--- src/common/csd_seq_pkg.sv ---
`default_nettype none

package csd_seq_pkg;

    localparam int unsigned CTRL_W = 8;          // Width of the CPU control word.

    // Bit positions in the control word. Bits 5 to 7 are reserved.
    localparam int unsigned CTRL_SYNC_EN = 0;    // Starts the sequence, clearing it stops.
    localparam int unsigned CTRL_MEAS_EN = 1;    // Releases the measurement reset.
    localparam int unsigned CTRL_CH0_EN = 2;     // Enables the channel 0 start.
    localparam int unsigned CTRL_CH1_EN = 3;     // Enables the channel 1 start.
    localparam int unsigned CTRL_PRS_SEL = 4;    // Selects the PRS as precharge source.

    // Each active state owns one bit, so the outputs decode straight from the flops.
    typedef enum logic [2:0]
    {
        SEQ_IDLE = 3'b000,                       // Waiting for sync enable.
        SEQ_GEN_RST = 3'b001,                    // Bit 0 resets the generators.
        SEQ_MEAS_RST = 3'b010,                   // Bit 1 holds the measurement reset.
        SEQ_WORK = 3'b100                        // Bit 2 lets the channels run.
    } seq_state_t;

endpackage

`default_nettype wire

--- src/common/csd_cfg_pkg.sv ---
`default_nettype none

package csd_cfg_pkg;

    // Scan-speed counter.
    localparam int unsigned SCAN_CNT_W = 7;      // Width of the scan-speed down counter.
    localparam int unsigned SCAN_PERIOD_DEF = 31; // Terminal value, so one dpulse in 32.

    // Precharge prescaler.
    localparam int unsigned PRE_CNT_W = 8;       // Width of the prescaler phase counter.
    localparam int unsigned PRE_PERIOD_DEF = 8;  // Enabled cycles per precharge period.

    // Pseudo-random sequence generator.
    localparam int unsigned PRS_W_MAX = 16;      // Widest shift register supported.

    // The polynomials hold the taps of x^W down to x^1 in bits W-1 to 0.
    // The x^0 term is implied by feeding the old MSB back into bit 0.
    localparam logic [PRS_W_MAX-1:0] PRS8_POLY = 16'h00B8;  // x^8+x^6+x^5+x^4+1.
    localparam logic [PRS_W_MAX-1:0] PRS16_POLY = 16'hB400; // x^16+x^14+x^13+x^11+1.

endpackage

`default_nettype wire
--- src/hdl/csd_clock_gen.sv ---
`timescale 1ns/1ps
`default_nettype none

module csd_clock_gen
#(
    parameter int unsigned SCAN_PERIOD = csd_cfg_pkg::SCAN_PERIOD_DEF,
    parameter int unsigned PRE_PERIOD = csd_cfg_pkg::PRE_PERIOD_DEF,
    parameter int unsigned PRS_WIDTH = 8,
    parameter bit          SHIELD_INVERT = 1'b0
)
(
    input  wire logic                            op_clock,
    input  wire logic                            inter_reset,
    input  wire logic                            enable,
    input  wire logic                            ctrl_wr,
    input  wire logic [csd_seq_pkg::CTRL_W-1:0]  ctrl_wdata,
    output logic                                 dpulse,
    output logic                                 ppulse,
    output logic                                 start0,
    output logic                                 start1,
    output logic                                 mesrst,
    output logic                                 shield
);

    logic gen_rst;                               // One-cycle reset of all generators.
    logic prs_sel;                               // Picks the PRS over the square clock.
    logic pre_clk;                               // Square precharge clock.
    logic pre_edge;                              // Rising edge strobe of pre_clk.
    logic prs_bit;                               // Spread-spectrum precharge clock.

    csd_scan_sequencer u_csd_scan_sequencer
    (
        .op_clock    (op_clock),
        .inter_reset (inter_reset),
        .ctrl_wr     (ctrl_wr),
        .ctrl_wdata  (ctrl_wdata),
        .gen_rst     (gen_rst),
        .prs_sel     (prs_sel),
        .mesrst      (mesrst),
        .start0      (start0),
        .start1      (start1)
    );

    csd_scan_counter #(.SCAN_PERIOD(SCAN_PERIOD)) u_csd_scan_counter
    (
        .op_clock    (op_clock),
        .inter_reset (inter_reset),
        .enable      (enable),
        .gen_rst     (gen_rst),
        .dpulse      (dpulse)
    );

    csd_prescaler #(.PRE_PERIOD(PRE_PERIOD)) u_csd_prescaler
    (
        .op_clock    (op_clock),
        .inter_reset (inter_reset),
        .enable      (enable),
        .gen_rst     (gen_rst),
        .pre_clk     (pre_clk),
        .pre_edge    (pre_edge)
    );

    csd_prs_gen #(.PRS_WIDTH(PRS_WIDTH)) u_csd_prs_gen
    (
        .op_clock    (op_clock),
        .inter_reset (inter_reset),
        .gen_rst     (gen_rst),
        .pre_edge    (pre_edge),
        .prs_bit     (prs_bit)
    );

    assign ppulse = prs_sel ? prs_bit : pre_clk; // Precharge source select.
    assign shield = ppulse ^ SHIELD_INVERT;      // Sink IDAC mode wants the inverted shield.

endmodule

`default_nettype wire

--- src/precharge/csd_prs_gen.sv ---
`timescale 1ns/1ps
`default_nettype none

module csd_prs_gen
#(
    parameter int unsigned PRS_WIDTH = 8
)
(
    input  wire logic op_clock,
    input  wire logic inter_reset,
    input  wire logic gen_rst,
    input  wire logic pre_edge,
    output logic      prs_bit
);

    localparam logic [csd_cfg_pkg::PRS_W_MAX-1:0] POLY_FULL =
        (PRS_WIDTH == 16) ? csd_cfg_pkg::PRS16_POLY : csd_cfg_pkg::PRS8_POLY;
    localparam logic [PRS_WIDTH-1:0] POLY = POLY_FULL[PRS_WIDTH-1:0]; // Taps at this width.

    logic [PRS_WIDTH-1:0] lfsr_q;                // Galois shift register.
    logic [PRS_WIDTH-1:0] mixed;                 // Register after the tap XOR.
    logic [PRS_WIDTH-1:0] lfsr_d;                // Register after one step.
    logic msb;

    assign msb = lfsr_q[PRS_WIDTH-1];

    // The taps are XORed in when the MSB is one, then the word shifts left
    // with the old MSB entering bit 0, which supplies the x^0 term.
    assign mixed = lfsr_q ^ (msb ? POLY : '0);
    assign lfsr_d = {mixed[PRS_WIDTH-2:0], msb};

    always_ff @(posedge op_clock or posedge inter_reset)
    begin
        if (inter_reset)
        begin
            lfsr_q <= '1;                        // All ones, any nonzero seed would do.
        end
        else if (gen_rst)
        begin
            lfsr_q <= '1;                        // Same seed at every scan start.
        end
        else if (pre_edge)
        begin
            lfsr_q <= lfsr_d;                    // One step per precharge rising edge.
        end
    end

    assign prs_bit = msb;                        // MSB is already a flop output.

    // A maximal polynomial never reaches the lock-up state from a nonzero seed.
    lfsr_nonzero_a: assert property (@(posedge op_clock) disable iff (inter_reset)
        lfsr_q != '0);

    initial
    begin
        width_ok_a: assert (PRS_WIDTH == 8 || PRS_WIDTH == 16)
            else $error("PRS width %0d has no polynomial", PRS_WIDTH);
    end

endmodule

`default_nettype wire

--- src/precharge/csd_prescaler.sv ---
`timescale 1ns/1ps
`default_nettype none

module csd_prescaler
#(
    parameter int unsigned PRE_PERIOD = csd_cfg_pkg::PRE_PERIOD_DEF
)
(
    input  wire logic op_clock,
    input  wire logic inter_reset,
    input  wire logic enable,
    input  wire logic gen_rst,
    output logic      pre_clk,
    output logic      pre_edge
);

    localparam logic [csd_cfg_pkg::PRE_CNT_W-1:0] LAST =
        csd_cfg_pkg::PRE_CNT_W'(PRE_PERIOD - 1); // Final phase before the wrap.
    localparam logic [csd_cfg_pkg::PRE_CNT_W-1:0] HALF =
        csd_cfg_pkg::PRE_CNT_W'(PRE_PERIOD / 2); // Phases below this drive the clock high.

    logic [csd_cfg_pkg::PRE_CNT_W-1:0] count_q;  // Phase within the precharge period.
    logic pre_clk_dly;                           // Precharge clock one enabled cycle ago.

    always_ff @(posedge op_clock or posedge inter_reset)
    begin
        if (inter_reset)
        begin
            count_q <= '0;
            pre_clk <= 1'b0;                     // Precharge idles low.
            pre_clk_dly <= 1'b0;
        end
        else if (gen_rst)
        begin
            count_q <= '0;                       // Restart the period with the scan.
            pre_clk <= 1'b0;
            pre_clk_dly <= 1'b0;
        end
        else if (enable)
        begin
            if (count_q == LAST)
            begin
                count_q <= '0;                   // End of period.
            end
            else
            begin
                count_q <= count_q + 1'b1;
            end
            pre_clk <= (count_q < HALF);         // High half first, then low half.
            pre_clk_dly <= pre_clk;              // Tracks the edge on enabled cycles only.
        end
    end

    // First enabled cycle with the clock seen high, so the edge waits out a freeze.
    assign pre_edge = enable & pre_clk & ~pre_clk_dly;

    edge_in_high_a: assert property (@(posedge op_clock) disable iff (inter_reset)
        pre_edge |-> pre_clk);

endmodule

`default_nettype wire

--- src/hdl/csd_scan_counter.sv ---
`timescale 1ns/1ps
`default_nettype none

module csd_scan_counter
#(
    parameter int unsigned SCAN_PERIOD = csd_cfg_pkg::SCAN_PERIOD_DEF
)
(
    input  wire logic op_clock,
    input  wire logic inter_reset,
    input  wire logic enable,
    input  wire logic gen_rst,
    output logic      dpulse
);

    localparam logic [csd_cfg_pkg::SCAN_CNT_W-1:0] RELOAD =
        csd_cfg_pkg::SCAN_CNT_W'(SCAN_PERIOD);   // Value loaded at start and after zero.

    logic [csd_cfg_pkg::SCAN_CNT_W-1:0] count_q; // Cycles left until the next dpulse.

    always_ff @(posedge op_clock or posedge inter_reset)
    begin
        if (inter_reset)
        begin
            count_q <= RELOAD;                   // Start a full period out of reset.
        end
        else if (gen_rst)
        begin
            count_q <= RELOAD;                   // Realign to the new scan.
        end
        else if (enable)
        begin
            if (count_q == '0)
            begin
                count_q <= RELOAD;               // Terminal count reached, so wrap.
            end
            else
            begin
                count_q <= count_q - 1'b1;
            end
        end
    end

    assign dpulse = (count_q == '0);             // One cycle in SCAN_PERIOD+1 when enabled.

    count_range_a: assert property (@(posedge op_clock) disable iff (inter_reset)
        count_q <= RELOAD);

endmodule

`default_nettype wire

--- src/hdl/csd_scan_sequencer.sv ---
`timescale 1ns/1ps
`default_nettype none

module csd_scan_sequencer
(
    input  wire logic                            op_clock,
    input  wire logic                            inter_reset,
    input  wire logic                            ctrl_wr,
    input  wire logic [csd_seq_pkg::CTRL_W-1:0]  ctrl_wdata,
    output logic                                 gen_rst,
    output logic                                 prs_sel,
    output logic                                 mesrst,
    output logic                                 start0,
    output logic                                 start1
);

    logic [csd_seq_pkg::CTRL_W-1:0] ctrl_q;      // Control word as last written by the CPU.
    csd_seq_pkg::seq_state_t state_q;            // Current sequencer state.
    csd_seq_pkg::seq_state_t state_d;            // State for the next cycle.
    logic sync_en;
    logic meas_en;
    logic ch0_en;
    logic ch1_en;
    logic work_en;

    // The word is stored on the strobe and acts from the next cycle on.
    always_ff @(posedge op_clock or posedge inter_reset)
    begin
        if (inter_reset)
        begin
            ctrl_q <= '0;                        // All functions off after reset.
        end
        else if (ctrl_wr)
        begin
            ctrl_q <= ctrl_wdata;                // Capture the new control word.
        end
    end

    assign sync_en = ctrl_q[csd_seq_pkg::CTRL_SYNC_EN];
    assign meas_en = ctrl_q[csd_seq_pkg::CTRL_MEAS_EN];
    assign ch0_en = ctrl_q[csd_seq_pkg::CTRL_CH0_EN];
    assign ch1_en = ctrl_q[csd_seq_pkg::CTRL_CH1_EN];

    always_comb
    begin
        state_d = state_q;                       // Hold unless a condition below fires.
        case (state_q)
            csd_seq_pkg::SEQ_IDLE:
            begin
                if (sync_en)
                begin
                    state_d = csd_seq_pkg::SEQ_GEN_RST; // Kick off a new scan.
                end
            end
            csd_seq_pkg::SEQ_GEN_RST:
            begin
                state_d = csd_seq_pkg::SEQ_MEAS_RST;    // Generator reset is a single cycle.
            end
            csd_seq_pkg::SEQ_MEAS_RST:
            begin
                if (meas_en)
                begin
                    state_d = csd_seq_pkg::SEQ_WORK;    // CPU lets the measurement start.
                end
            end
            csd_seq_pkg::SEQ_WORK:
            begin
                if (!sync_en)
                begin
                    state_d = csd_seq_pkg::SEQ_IDLE;    // Sync dropped, so stop the scan.
                end
            end
            default:
            begin
                state_d = csd_seq_pkg::SEQ_IDLE;        // Recover from an illegal code.
            end
        endcase
    end

    always_ff @(posedge op_clock or posedge inter_reset)
    begin
        if (inter_reset)
        begin
            state_q <= csd_seq_pkg::SEQ_IDLE;
        end
        else
        begin
            state_q <= state_d;
        end
    end

    // Outputs come straight off the state flops and so lag the deciding edge by one cycle.
    assign gen_rst = state_q[0];                 // Generator reset bit.
    assign mesrst = state_q[1];                  // Measurement reset bit.
    assign work_en = state_q[2];                 // Work bit.
    assign start0 = work_en & ch0_en;            // Channel 0 runs only while working.
    assign start1 = work_en & ch1_en;
    assign prs_sel = ctrl_q[csd_seq_pkg::CTRL_PRS_SEL]; // Source select bypasses the FSM.

    state_legal_a: assert property (@(posedge op_clock) disable iff (inter_reset)
        state_q inside {csd_seq_pkg::SEQ_IDLE, csd_seq_pkg::SEQ_GEN_RST,
                        csd_seq_pkg::SEQ_MEAS_RST, csd_seq_pkg::SEQ_WORK});

    gen_rst_single_a: assert property (@(posedge op_clock) disable iff (inter_reset)
        gen_rst |=> !gen_rst);

    start_no_mesrst_a: assert property (@(posedge op_clock) disable iff (inter_reset)
        (start0 || start1) |-> !mesrst);

endmodule

`default_nettype wire

--- config.mk ---
export PLATFORM = sky130hd
export DESIGN_NAME = csd_clock_gen
export DESIGN_NICKNAME = d
export VERILOG_FILES = /design/src/common/csd_seq_pkg.sv /design/src/common/csd_cfg_pkg.sv /design/src/hdl/csd_clock_gen.sv /design/src/precharge/csd_prs_gen.sv /design/src/precharge/csd_prescaler.sv /design/src/hdl/csd_scan_counter.sv /design/src/hdl/csd_scan_sequencer.sv
export SDC_FILE = /design/constraint.sdc
export NUM_CORES = 1
export LEC_CHECK = 0
export BUFFER_PORTS_ARGS = -buffer_cell sky130_fd_sc_hd__buf_2
export CORE_ASPECT_RATIO = 1.2
export CORE_MARGIN = 5
export CORE_UTILIZATION = 55
export CTS_BUF_LIST = sky130_fd_sc_hd__clkbuf_8
export DETAILED_ROUTE_END_ITERATION = 6
export HOLD_SLACK_MARGIN = 0.15
export PLACE_DENSITY = 0.72
export REMOVE_ABC_BUFFERS = 1
export SYNTH_ARGS = -nofsm -noshare
export SYNTH_HDL_FRONTEND = slang
export SYNTH_SLANG_ARGS = --single-unit
--- constraint.sdc ---
create_clock -name op_clock -period 2.1 [get_ports op_clock]
set_input_delay 0.105 -clock op_clock [delete_from_list [all_inputs] [get_ports op_clock]]
set_output_delay 0.105 -clock op_clock [all_outputs]
set_load 0.005 [all_outputs]
Word-level counts from Yosys, hierarchy flattened
Index checks and enable logic that the tools add are counted.
Widths: inputs -> output; s select.
{ "classes": {"addsub": 2, "magnitude_cmp": 1, "eq_ne": 7, "mux": 18, "bitwise": 6, "reduce_logical": 5} }
{ "ops": {"columns": ["cell", "n"], "rows": [
  ["$mux 8", 5],
  ["$mux 7", 3],
  ["$pmux 3 s4", 1],
  ["$mux 3", 3],
  ["$add 8x1->8 const B", 1],
  ["$eq 8x3->1 const B", 1],
  ["$lt 8x3->1 const B", 1],
  ["$logic_not 7->1", 1],
  ["$sub 7x1->7 const B", 1],
  ["$xor 7x7->7", 1],
  ["$mux 6", 1],
  ["$mux 1", 5],
  ["$and 1x1->1", 4],
  ["$ne 2x1->1 const B", 2],
  ["$reduce_bool 2->1", 2],
  ["$eq 3x1->1 const B", 1],
  ["$eq 3x2->1 const B", 1],
  ["$eq 3x3->1 const B", 1],
  ["$logic_not 3->1", 1],
  ["$reduce_and 3->1", 1],
  ["$ne 2x2->1 const B", 1],
  ["$not 1->1", 1]
]} }
{ "totals": {"ff_bits": 33, "input_bits": 12, "output_inout_bits": 6, "elab_cells": 46} }

Depth between registers and ports, before layout
Gate-level depths: netlist of run 1.
{ "depth": {"word_depth": 4, "ltp_mapped": 5, "depth_no_buf": 5} }

Modules after synthesis
From an unflattened synthesis of run 1, not the netlist that was laid out.
{ "unflattened": {"hier_cells": 162, "area_unflattened_um2": 1735.4} }
{ "modules_own_cells": {"columns": ["mod", "n_inst", "cells_each", "area_each_um2", "seq_area_each_um2"], "rows": [
  ["csd_prescaler", 1, 57, 550.5, 250.2],
  ["csd_scan_counter", 1, 49, 461.7, 181.4],
  ["csd_prs_gen", 1, 31, 375.4, 210.2],
  ["csd_scan_sequencer", 1, 23, 325.3, 200.2],
  ["csd_clock_gen", 1, 2, 22.5, 0.0]
]} }

Worst setup path after synthesis of run 1
Ideal clock, no wire load.
{ "synth_path": {"path_type": "register to register", "start": "register u_csd_scan_counter.count_q[2] (netlist bit)", "end": "register u_csd_scan_counter.count_q[5] (netlist bit)", "setup_time_ps": 78, "arrival_ps": 1468, "required_ps": 2022, "path_slack_ps": 555, "path_stages_with_launch": 5, "path_buffers": 1, "synth_period_minus_slack_ps": 1545, "cell_sequence": "dfstp_2 buf_6 or3_4 or4_1 a21boi_1"} }
{ "synth_between": {"elab_chain_cells": 4, "elab_cells_between_ends": 5, "classes_between": "add/sub: 1; mux: 3; reduce/logical: 1"} }
{ "synth_lines": {"columns": ["item", "line_no", "source"], "rows": [
  ["start: declaration", "csd_scan_counter.sv:19", "logic [csd_cfg_pkg::SCAN_CNT_W-1:0] count_q;"],
  ["start signal: assignment", "csd_scan_counter.sv:39", "count_q <= count_q - 1'b1;"],
  ["$sub 7x1->7 or $logic_not 7->1 (tied branches)", "csd_scan_counter.sv:39, csd_scan_counter.sv:33", null],
  ["$mux 7 *", "csd_scan_counter.sv:33", "if (count_q == '0)"],
  ["$mux 7 *", "csd_scan_counter.sv:31", "else if (enable)"],
  ["$mux 7 *", "csd_scan_counter.sv:27", "else if (gen_rst)"]
]} }
Mark *: on every way between the ends. The rest lies on a longest branch, timed or not. The select of a mux whose other input is x is not followed.
A chain may end at the register's enable or synchronous reset.

Final worst setup path of run 1
{ "layout_path": {"start": "register u_csd_scan_counter.count_q[0] (netlist bit)", "end": "output port dpulse"} }
{ "layout_between": {"elab_chain_cells": 1} }
{ "layout_lines": {"columns": ["item", "line_no", "source"], "rows": [
  ["$logic_not 7->1", "csd_scan_counter.sv:44", "assign dpulse = (count_q == '0);"],
  ["end: declaration", "csd_clock_gen.sv:17", "output logic dpulse,"]
]} }
Every way passes these cells.

==> results.py, run 1 <==
metrics = {
    "finish": {
        "syn_to_final_growth_pct": 16.78,
        "nets": 199,
        "fin_util_pct": 68.43,
        "drive_gt1_share_pct": 21.08,
        "finish.instance_area_sq_mm": 0.001942,
        "antenna_cells": 0,
        "nFillCells": 225,
        "stdcell_count": 219,
    },
    "power": {
        "swShare_pct": 33.81,
        "combinationalPowerShare_pct": 29.2,
        "pwr_density_cell_mw_per_mm2": 1199,
        "p_leak_nw": 0.8953,
        "power_mw": 2.329,
        "pwr-share-clk_pct": 20.5,
        "p_int_mw": 1.541,
        "peakVddDrop_mv": 0.7278,
        "seqPwrFrac_pct": 50.3,
        "p_sw_mw": 0.7873,
    },
    "placement": {
        "portBuffers": 14,
        "dpl_cell_area_sq_mm": 0.001752,
        "globalplace.congestion": 0.8478,
        "dp_hpwl_microns": 2086,
        "place_ws_ps": 581.9,
        "placed_cells": 201,
    },
    "timing": {
        "setup_slack_ps": 446.3,
        "period_share_pct": 78.75,
        "grt_setup_unrepaired": "false",
        "relSlewSlack_pct": 63.11,
        "holdWs_ps": 168.0,
        "fmaxAchievable_mhz": 604.7,
        "min_period_ps": 1654,
        "setup_viol": 0,
        "hold_violations": 0,
        "tightest_slew_ps": 551.6,
        "final.setup.tns_ps": 0,
        "slew_violations": 0,
        "fin_worst_skew_ps": 11.45,
    },
    "synth": {
        "synth_top_cell_by_area": "dfrtp_1",
        "synth.most_common_cell": "dfrtp_1",
        "syn-cell-area_sq_mm": 0.001663,
        "synthCells": 159,
        "synth_edf_count": 0,
        "synth.area.top_cells": "dfrtp_1 30%, dfstp_2 21%, a211o_1 4.2%, nor2_1 3.8%, mux2_1 3.4%",
        "syn_area_per_cell_sq_um": 10.46,
        "synth_seq_cells": 33,
        "netlist_top_cells_count": "20 x dfrtp_1, 17 x nor2_1, 13 x dfstp_2",
        "yosysSeqAreaShare_pct": 50.64,
        "synth_cell_types": 43,
        "synth_top_flop_cell": "dfrtp_1",
        "synth_top_cell_area_share_pct": 30.10,
        "synth-warning-count": 0,
        "async_flop_share_pct": 100.0,
    },
    "run_status": {
        "status": "complete, no violations",
    },
    "worst_hold_path": {
        "hp-class": "in -> reg",
    },
    "routing": {
        "wl_per_cell_microns": 14.81,
        "drtPass1Iterations": 4,
        "drt_iter0_markers": 57,
        "drc": 0,
        "vias": 1288,
        "viasPerCell": 5.881,
        "final_antenna_net_count": 0,
        "routed_wirelength_microns": 3244,
    },
    "cts": {
        "cts_hold_buf": 10,
        "clk_latency_ps": 290,
        "cts_buffers": 5,
        "cts_sinks": 33,
        "clk_pin_slew_ps": 70,
        "cts_setup_buffers": 0,
        "cts_root_buffer": "clkbuf_8",
        "clk_path_buf_depth": 2,
        "cts_resized": 0,
        "tritoncts": "yes",
        "htree_levels": 2,
    },
    "die": {
        "rows": 21,
        "die_x_microns": 60.20,
        "initial_core_util_pct": 58.60,
        "core_sq_mm": 0.002838,
        "die_h_microns": 70.24,
        "ios": 18,
        "die_area_sq_mm": 0.004228,
    },
    "grt": {
        "first_global_vias": 1365,
        "grt_pass1_wl_microns": 5927,
        "grt_usage_pct": 18.11,
        "use_met3_pct": 4.604,
        "grt_use_met1_pct": 20.97,
        "grt-busiest-layer": "met2",
        "grt_overflow": 0,
        "met2_usage_pct": 30.89,
        "grt_max_degree": 34,
        "grt_antenna_before_repair": 0,
    },
    "worst_setup_path": {
        "start_kind": "flop",
        "required_ps": 2000,
        "cp_slowest_stage_delay_ps": 540,
        "critPathKind": "reg -> out",
        "crit_path_cell_trace": "inv_1 -> ha_1 -> nor2b_1 -> and2_1 -> buf_2",
        "path_max_fanout": 5,
        "path_buf_inv": 2,
        "cp_top_family": "flip-flops",
        "crit_slowest_cell": "dfstp_2",
        "cp.arrival_ps": 1550,
        "cp-end-kind": "output port",
    },
    "flow_run": {
        "maxCapViolCount": 0,
    },
}
## path summary, 6_finish.rpt
kind,startpoint,to,slack (ps),cells after the start
setup / recovery,u_csd_scan_counter.count_q[0],dpulse,450,5
hold / removal,ctrl_wr,u_csd_scan_sequencer.ctrl_q[3],170,2
setup reg to reg,u_csd_scan_counter.count_q[2],u_csd_scan_counter.count_q[5],570,3
hold reg to reg,u_csd_scan_sequencer.ctrl_q[3],u_csd_scan_sequencer.ctrl_q[3],510,1
max in group asynchronous,inter_reset,u_csd_scan_counter.count_q[1],1290,4
min in group asynchronous,inter_reset,u_csd_scan_sequencer.state_q[0],480,4
## routing by layer
metal	up-vias	part of all wire, %
met5	-	0
met4	0	1.6
met3	6	3.7
met2	22	54
met1	648	41
li1	612	-
## cells by family (layout without fill, tap and decap cells)
family	after synthesis	after routing	synth area share, %
adder cells (fa/ha/maj)	3	3	2.258
multiplexers	10	10	6.471
XOR/XNOR	5	5	2.634
AND/OR/NAND/NOR	56	56	19.04
AO/OA/AOI/OAI	33	33	13.92
buffers and inverters	19	45	5.041
flip-flops	33	33	50.64
## state kept, by name, summed over array words and instances, names as in the netlist
register	count
u_csd_prs_gen.lfsr_q	8
u_csd_scan_sequencer.state_q	3
u_csd_prescaler.pre_clk_dly	1
u_csd_prescaler.count_q	8
u_csd_prescaler.pre_clk	1
u_csd_scan_sequencer.ctrl_q	5
u_csd_scan_counter.count_q	7
## power by group through the flow
| stage | Clock (mW) | Sequential (mW) | Combinational [mW] |
|---|---|---|---|
| after floorplan | 0 | 1.13 | 0.489 |
| after global placement | 0 | 1.15 | 0.631 |
| after detailed placement | 0 | 1.18 | 0.664 |
| after CTS | 0.498 | 1.17 | 0.691 |
| after global routing | 0.515 | 1.22 | 0.778 |
| final | 0.477 | 1.17 | 0.681 |
## layout make-up
| class | instances | area, sq um | share of cell area (%) |
|---|---|---|---|
| clock inverters | 2 | 7.507 | 0.3866 |
| well taps | 34 | 42.54 | 2.191 |
| repair buffers | 27 | 192.7 | 9.923 |
| multi-input cells | 107 | 737.0 | 37.95 |
| clock buffers | 6 | 82.58 | 4.253 |
| inverters | 10 | 37.54 | 1.933 |
| flip-flops and latches | 33 | 842.1 | 43.36 |
## layout by cell type (no fill, tap or decap), types with 4 or more instances in the layout
| cell type | n |
|---|---|
| nand2_1 | 5 |
| buf_2 | 14 |
| o31ai_1 | 4 |
| clkbuf_8 | 6 |
| dlygate4sd3_1 | 10 |
| a21oi_1 | 7 |
| nor2_1 | 17 |
| nand3_1 | 4 |
| mux2_1 | 5 |
| dfstp_2 | 13 |
| a211o_1 | 8 |
| mux2i_1 | 4 |
| dfrtp_1 | 20 |
| inv_1 | 12 |
Note: power is estimated with default switching activity, not from simulation.
==> run 2, diff against run 1 <==
==> constraint.sdc (replaced) <==
create_clock -name op_clock -period 1.6 [get_ports op_clock]
set_input_delay 0.08 -clock op_clock [delete_from_list [all_inputs] [get_ports op_clock]]
set_output_delay 0.08 -clock op_clock [all_outputs]
set_load 0.005 [all_outputs]
==> run 2 against run 1 <==
Critical path depth shrank 2. Die area stayed put. Core utilization is 2.7 points higher. Clock skew fell by 0.65 ps. Clock-buffer cell count unchanged. Critical endpoint is now u_csd_prescaler.count_q[0]. Register-to-register slack got worse by 530 ps. Largest power group unchanged. Global-route usage up 0.89 points. Total power up 37%. Critical path type is now reg -> reg. Flip-flop and latch count did not move.
==> results.py, run 2 (synthesized netlist as in run 1, its figures left out) <==
metrics = {
    "grt": {
        "grt_pass1_wl_microns": 6134,
        "grt_usage_pct": 19.00,
        "grt_max_degree": 34,
        "first_global_vias": 1379,
        "grt_antenna_before_repair": 0,
        "grt_overflow": 0,
    },
    "cts": {
        "cts_sinks": 33,
        "cts_root_buffer": "clkbuf_8",
        "htree_levels": 2,
        "cts_buffers": 5,
        "tritoncts": "yes",
        "clk_latency_ps": 280,
        "clk_pin_slew_ps": 60,
        "clk_path_buf_depth": 2,
    },
    "routing": {
        "drtPass1Iterations": 4,
        "routed_wirelength_microns": 3517,
        "wl_per_cell_microns": 15.77,
        "drc": 0,
        "final_antenna_net_count": 0,
        "viasPerCell": 5.848,
        "vias": 1304,
        "drt_iter0_markers": 44,
    },
    "timing": {
        "slew_violations": 0,
        "fmaxAchievable_mhz": 641.5,
        "relSlewSlack_pct": 72.22,
        "setup_slack_ps": 41.12,
        "fin_worst_skew_ps": 10.80,
        "setup_viol": 0,
        "final.setup.tns_ps": 0,
        "grt_setup_unrepaired": "false",
        "min_period_ps": 1559,
        "tightest_slew_ps": 416.7,
        "period_share_pct": 97.43,
        "hold_violations": 0,
    },
    "worst_setup_path": {
        "r2r_end": "u_csd_prescaler.count_q[0]",
        "critPathKind": "reg -> reg",
        "start_kind": "flop",
        "required_ps": 1750,
        "rr_worst_depth": 3,
        "crit-reg2reg-launch": "u_csd_prescaler.count_q[4]",
        "path_max_fanout": 4,
        "cp-end-kind": "flop",
        "r2r_setup_slack_ps": 40,
        "cp.arrival_ps": 1710,
    },
    "finish": {
        "drive_gt1_share_pct": 24.87,
        "syn_to_final_growth_pct": 21.44,
        "mostFrequentLayoutCell": "dfrtp_1",
        "reg.largest.list": "u_csd_prescaler.count_q: 8 flops, u_csd_prs_gen.lfsr_q: 8 flops, u_csd_scan_counter.count_q: 7 flops",
        "nets": 203,
        "antenna_cells": 0,
        "final_cell_mix": "20 x dfrtp_1, 17 x nor2_1, 14 x buf_2",
        "finish.instance_area_sq_mm": 0.002019,
    },
    "worst_hold_path": {
        "hp-start": "enable",
        "min_path_cells": 2,
        "hp-class": "in -> reg",
        "worst_hold_path.endpoint": "u_csd_prescaler.count_q[3]",
    },
    "die": {
        "rows": 21,
        "die_area_sq_mm": 0.004228,
        "ios": 18,
        "core_sq_mm": 0.002838,
        "die_x_microns": 60.20,
        "die_h_microns": 70.24,
        "initial_core_util_pct": 58.60,
    },
    "power": {
        "p_leak_nw": 0.9121,
        "power_mw": 3.193,
        "peakVddDrop_mv": 1.107,
        "pwr_density_cell_mw_per_mm2": 1581,
    },
    "placement": {
        "dpl_cell_area_sq_mm": 0.001779,
        "portBuffers": 14,
        "globalplace.congestion": 0.8784,
        "place_ws_ps": 72.30,
        "dp_hpwl_microns": 2171,
    },
    "flow_run": {
        "maxCapViolCount": 0,
    },
    "run_status": {
        "status": "complete, no violations",
    },
}
==> run 2: cell count changes in the layout (fill, tap and decap cells not counted), sizes merged <==
cell / delta
buf: +3
dlygate4sd3: +1
==> run 2: final cells by class <==
cell class              instances  area, sq um
clock buffers                   6        82.58
clock inverters                 2        7.507
fillers                       201        818.3
inverters                      10        37.54
multi-input cells             107        769.5
flip-flops and latches         33        842.1
well taps                      34        42.54
repair buffers                 31        237.7
==> run 2: metrics by stage <==
step | std cells | hold WS, ps | util, %
5_1_grt | 223 | 228.3 | 71.16
3_3_place_gp | 203 | 181.3 | 62.70
6_report | 223 | 230.9 | 71.16
4_1_cts | 222 | 219.2 | 70.02
3_5_place_dp | 203 | 184.5 | 62.70
2_1_floorplan | 150 | 172.8 | -
==> run 2: routing by layer <==
| metal | share of wire, % | GRT usage (%) | vias to the layer above |
|---|---|---|---|
| li1 | - | - | 621 |
| met1 | 43 | 23.58 | 634 |
| met2 | 49 | 29.09 | 38 |
| met3 | 5.4 | 5.709 | 11 |
| met4 | 2.0 | 9.852 | 0 |
| met5 | 0 | 0 | - |
==> run 2: where the power goes <==
part	total [mW]	internal, mW	switching, mW	leakage [nW]
clock network	0.623	0.338	0.286	0.0538
registers	1.50	1.22	0.288	0.396
logic	1.07	0.556	0.510	0.463
total	3.19	2.11	1.08	0.912
==> run 2: worst max-delay path: stages, from the launching register on <==
cell and delay (ps):
dfrtp_1 420, or4_1 590, o311ai_1 330, a21oi_1 110
==> run 2: worst max-delay path by stage <==
stage                                    startpoint                             to  depth (start not counted)
floorplan           u_csd_scan_sequencer.state_q[0]  u_csd_scan_counter.count_q[5]                          3
global placement      u_csd_scan_counter.count_q[2]  u_csd_scan_counter.count_q[5]                          3
detailed placement    u_csd_scan_counter.count_q[0]  u_csd_scan_counter.count_q[6]                          4
CTS                   u_csd_scan_counter.count_q[0]                         dpulse                          5
global route          u_csd_scan_counter.count_q[1]                         dpulse                          5
finish                   u_csd_prescaler.count_q[4]     u_csd_prescaler.count_q[0]                          3
==> run 2: repair_timing <==
item	CTS	global route
endpoints found under the setup margin	1	3
hold buffers	11	0
resized for setup	2	6
setup buffers	0	1
pin swaps	0	2
cloned	0	0
endpoints found under the hold margin	25	0
==> run 3, diff against run 2 <==
--- a/config.mk
+++ b/config.mk
@@ -6,13 +6,15 @@
 export NUM_CORES = 1
 export LEC_CHECK = 0
 export BUFFER_PORTS_ARGS = -buffer_cell sky130_fd_sc_hd__buf_2
+export CELL_PAD_IN_SITES_DETAIL_PLACEMENT = 1
+export CELL_PAD_IN_SITES_GLOBAL_PLACEMENT = 1
 export CORE_ASPECT_RATIO = 1.2
 export CORE_MARGIN = 5
-export CORE_UTILIZATION = 55
+export CORE_UTILIZATION = 47
 export CTS_BUF_LIST = sky130_fd_sc_hd__clkbuf_8
 export DETAILED_ROUTE_END_ITERATION = 6
 export HOLD_SLACK_MARGIN = 0.15
-export PLACE_DENSITY = 0.72
+export PLACE_DENSITY = 0.78
 export REMOVE_ABC_BUFFERS = 1
 export SYNTH_ARGS = -nofsm -noshare
 export SYNTH_HDL_FRONTEND = slang
==> run 3 against run 2 <==
Die area increased by 14%. Flip-flop and latch count unchanged. Clock power increased by 12%. Combinational power increased by 9%. Clock skew decreased by 4.4 ps. Core utilization decreased by 9.8 points. Wire length increased by 19%. Critical path type is now reg -> out. Critical endpoint is now dpulse.
==> results.py, run 3 (synthesized netlist as in run 1, its figures left out) <==
metrics = {
    "timing": {
        "fin_worst_skew_ps": 6.386,
        "period_share_pct": 95.75,
        "final.setup.tns_ps": 0,
        "hold_violations": 0,
        "setup_slack_ps": 68.03,
        "fmaxAchievable_mhz": 652.8,
        "setup_viol": 0,
        "grt_setup_unrepaired": "false",
        "min_period_ps": 1532,
        "slew_violations": 0,
        "relSlewSlack_pct": 72.33,
        "tightest_slew_ps": 415.1,
        "holdWs_ps": 195.8,
    },
    "power": {
        "seqPwrFrac_pct": 44.4,
        "combinationalPowerShare_pct": 34.8,
        "pwr_density_cell_mw_per_mm2": 1629,
        "p_sw_mw": 1.178,
        "p_leak_nw": 0.9411,
        "peakVddDrop_mv": 0.9982,
        "swShare_pct": 34.99,
        "pwr-share-clk_pct": 20.7,
        "p_int_mw": 2.189,
    },
    "worst_setup_path": {
        "cp-end-kind": "output port",
        "r2r_setup_slack_ps": 80,
        "path_max_fanout": 5,
        "crit_path_cell_trace": "inv_2 -> ha_4 -> nor2b_4 -> and2_1 -> buf_2",
        "crit-reg2reg-launch": "u_csd_scan_counter.count_q[3]",
        "required_ps": 1520,
        "path_buf_inv": 2,
        "cp_top_family": "flip-flops",
        "crit_slowest_cell": "dfstp_2",
        "cp_slowest_stage_delay_ps": 550,
        "cp.arrival_ps": 1450,
        "rr_worst_depth": 3,
        "start_kind": "flop",
        "r2r_end": "u_csd_scan_counter.count_q[5]",
        "critPathKind": "reg -> out",
    },
    "finish": {
        "reg.largest.list": "u_csd_prescaler.count_q: 8 flops, u_csd_prs_gen.lfsr_q: 8 flops, u_csd_scan_counter.count_q: 7 flops",
        "mostFrequentLayoutCell": "dfrtp_1",
        "drive_gt1_share_pct": 28.35,
        "finish.instance_area_sq_mm": 0.002067,
        "antenna_cells": 0,
        "nets": 208,
        "nFillCells": 368,
        "syn_to_final_growth_pct": 24.30,
        "final_cell_mix": "20 x dfrtp_1, 17 x nor2_1, 14 x buf_2",
        "stdcell_count": 231,
    },
    "cts": {
        "clk_latency_ps": 280,
        "cts_sinks": 33,
        "clk_pin_slew_ps": 70,
        "htree_levels": 2,
        "clk_path_buf_depth": 2,
        "cts_root_buffer": "clkbuf_8",
        "cts_buffers": 5,
        "tritoncts": "yes",
    },
    "routing": {
        "wl_per_cell_microns": 18.05,
        "final_antenna_net_count": 0,
        "viasPerCell": 5.732,
        "drc": 0,
        "vias": 1324,
        "drt_iter0_markers": 75,
        "routed_wirelength_microns": 4169,
        "drtPass1Iterations": 4,
    },
    "die": {
        "die_x_microns": 64.30,
        "rows": 23,
        "die_area_sq_mm": 0.004833,
        "core_sq_mm": 0.003367,
        "ios": 18,
        "initial_core_util_pct": 49.39,
        "die_h_microns": 75.16,
    },
    "grt": {
        "grt_overflow": 0,
        "first_global_vias": 1489,
        "grt_pass1_wl_microns": 7176,
        "grt_antenna_before_repair": 0,
        "grt_max_degree": 34,
        "grt_usage_pct": 19.50,
    },
    "placement": {
        "placed_cells": 210,
        "portBuffers": 14,
        "place_ws_ps": -0.1021,
        "globalplace.congestion": 0.7700,
        "dp_hpwl_microns": 2554,
        "dpl_cell_area_sq_mm": 0.001800,
    },
    "flow_run": {
        "maxCapViolCount": 0,
    },
    "worst_hold_path": {
        "hp-class": "in -> reg",
        "min_path_cells": 2,
        "hp-start": "enable",
        "worst_hold_path.endpoint": "u_csd_prescaler.count_q[3]",
    },
    "run_status": {
        "status": "complete, no violations",
    },
}
==> run 3: cell count changes in the layout (fill, tap and decap cells not counted), sizes merged <==
cell	delta
inv	-2
buf	+5
clkbuf	+1
clkinv	+1
==> run 3: per-layer routing <==
layer / GRT usage [%] / vias to the layer above / wire length [microns]
met5: 0 / - / 0
met4: 9.276 / 0 / 89
met3: 4.925 / 8 / 152
met2: 32.85 / 20 / 2133
met1: 23.35 / 664 / 1793
li1: - / 632 / -
==> run 3: how the worst max path moves through the flow <==
stage | start | endpoint | slack [ps] | depth (start not counted)
after detailed placement | u_csd_prescaler.count_q[5] | u_csd_prescaler.pre_clk | -0.1 | 3
final | u_csd_scan_counter.count_q[1] | dpulse | 70 | 5
after floorplan | u_csd_scan_sequencer.state_q[0] | u_csd_scan_counter.count_q[5] | 90 | 3
after global routing | u_csd_scan_counter.count_q[1] | dpulse | 10 | 5
after global placement | u_csd_scan_counter.count_q[0] | u_csd_scan_counter.count_q[6] | 120 | 4
after CTS | u_csd_prescaler.count_q[5] | u_csd_prescaler.count_q[0] | 10 | 3
==> run 3: power groups by stage <==
stage / logic [mW] / clock network (mW) / registers, mW
global placement: 0.958 / 0 / 1.46
global route: 1.31 / 0.758 / 1.53
CTS: 1.13 / 0.710 / 1.48
floorplan: 0.642 / 0 / 1.49
detailed placement: 1.04 / 0 / 1.49
finish: 1.17 / 0.698 / 1.50
==> run 3: stage by stage <==
step | total power [mW] | util [%]
floorplan | 2.128 | -
global placement | 2.418 | 53.47
detailed placement | 2.529 | 53.47
CTS | 3.318 | 60.76
global route | 3.605 | 61.39
finish | 3.367 | 61.39
==> run 3: timing repair <==
item / CTS / global route
setup endpoints to repair: 2 / 4
hold buffers: 11 / 0
buffers inserted: 1 / 1
resized for setup: 5 / 4
hold endpoints to repair: 25 / 0
pin swaps: 0 / 2
==> run 3: area by class of cell <==
type                    count  area, sq um  share of cell area (%)
inverters                  10        37.54                   1.816
repair buffers             36        262.8                   12.71
flip-flops and latches     33        842.1                   40.74
clock buffers               7        96.34                   4.661
clock inverters             1        5.005                  0.2421
multi-input cells         107        777.0                   37.59
well taps                  37        46.29                   2.240
==> run 3: worst reg2reg max path, cell delays in order, from the launching register on <==
cell and delay [ps]:
dfstp_2 410, or3_4 400, or4_1 500, a21boi_1 140
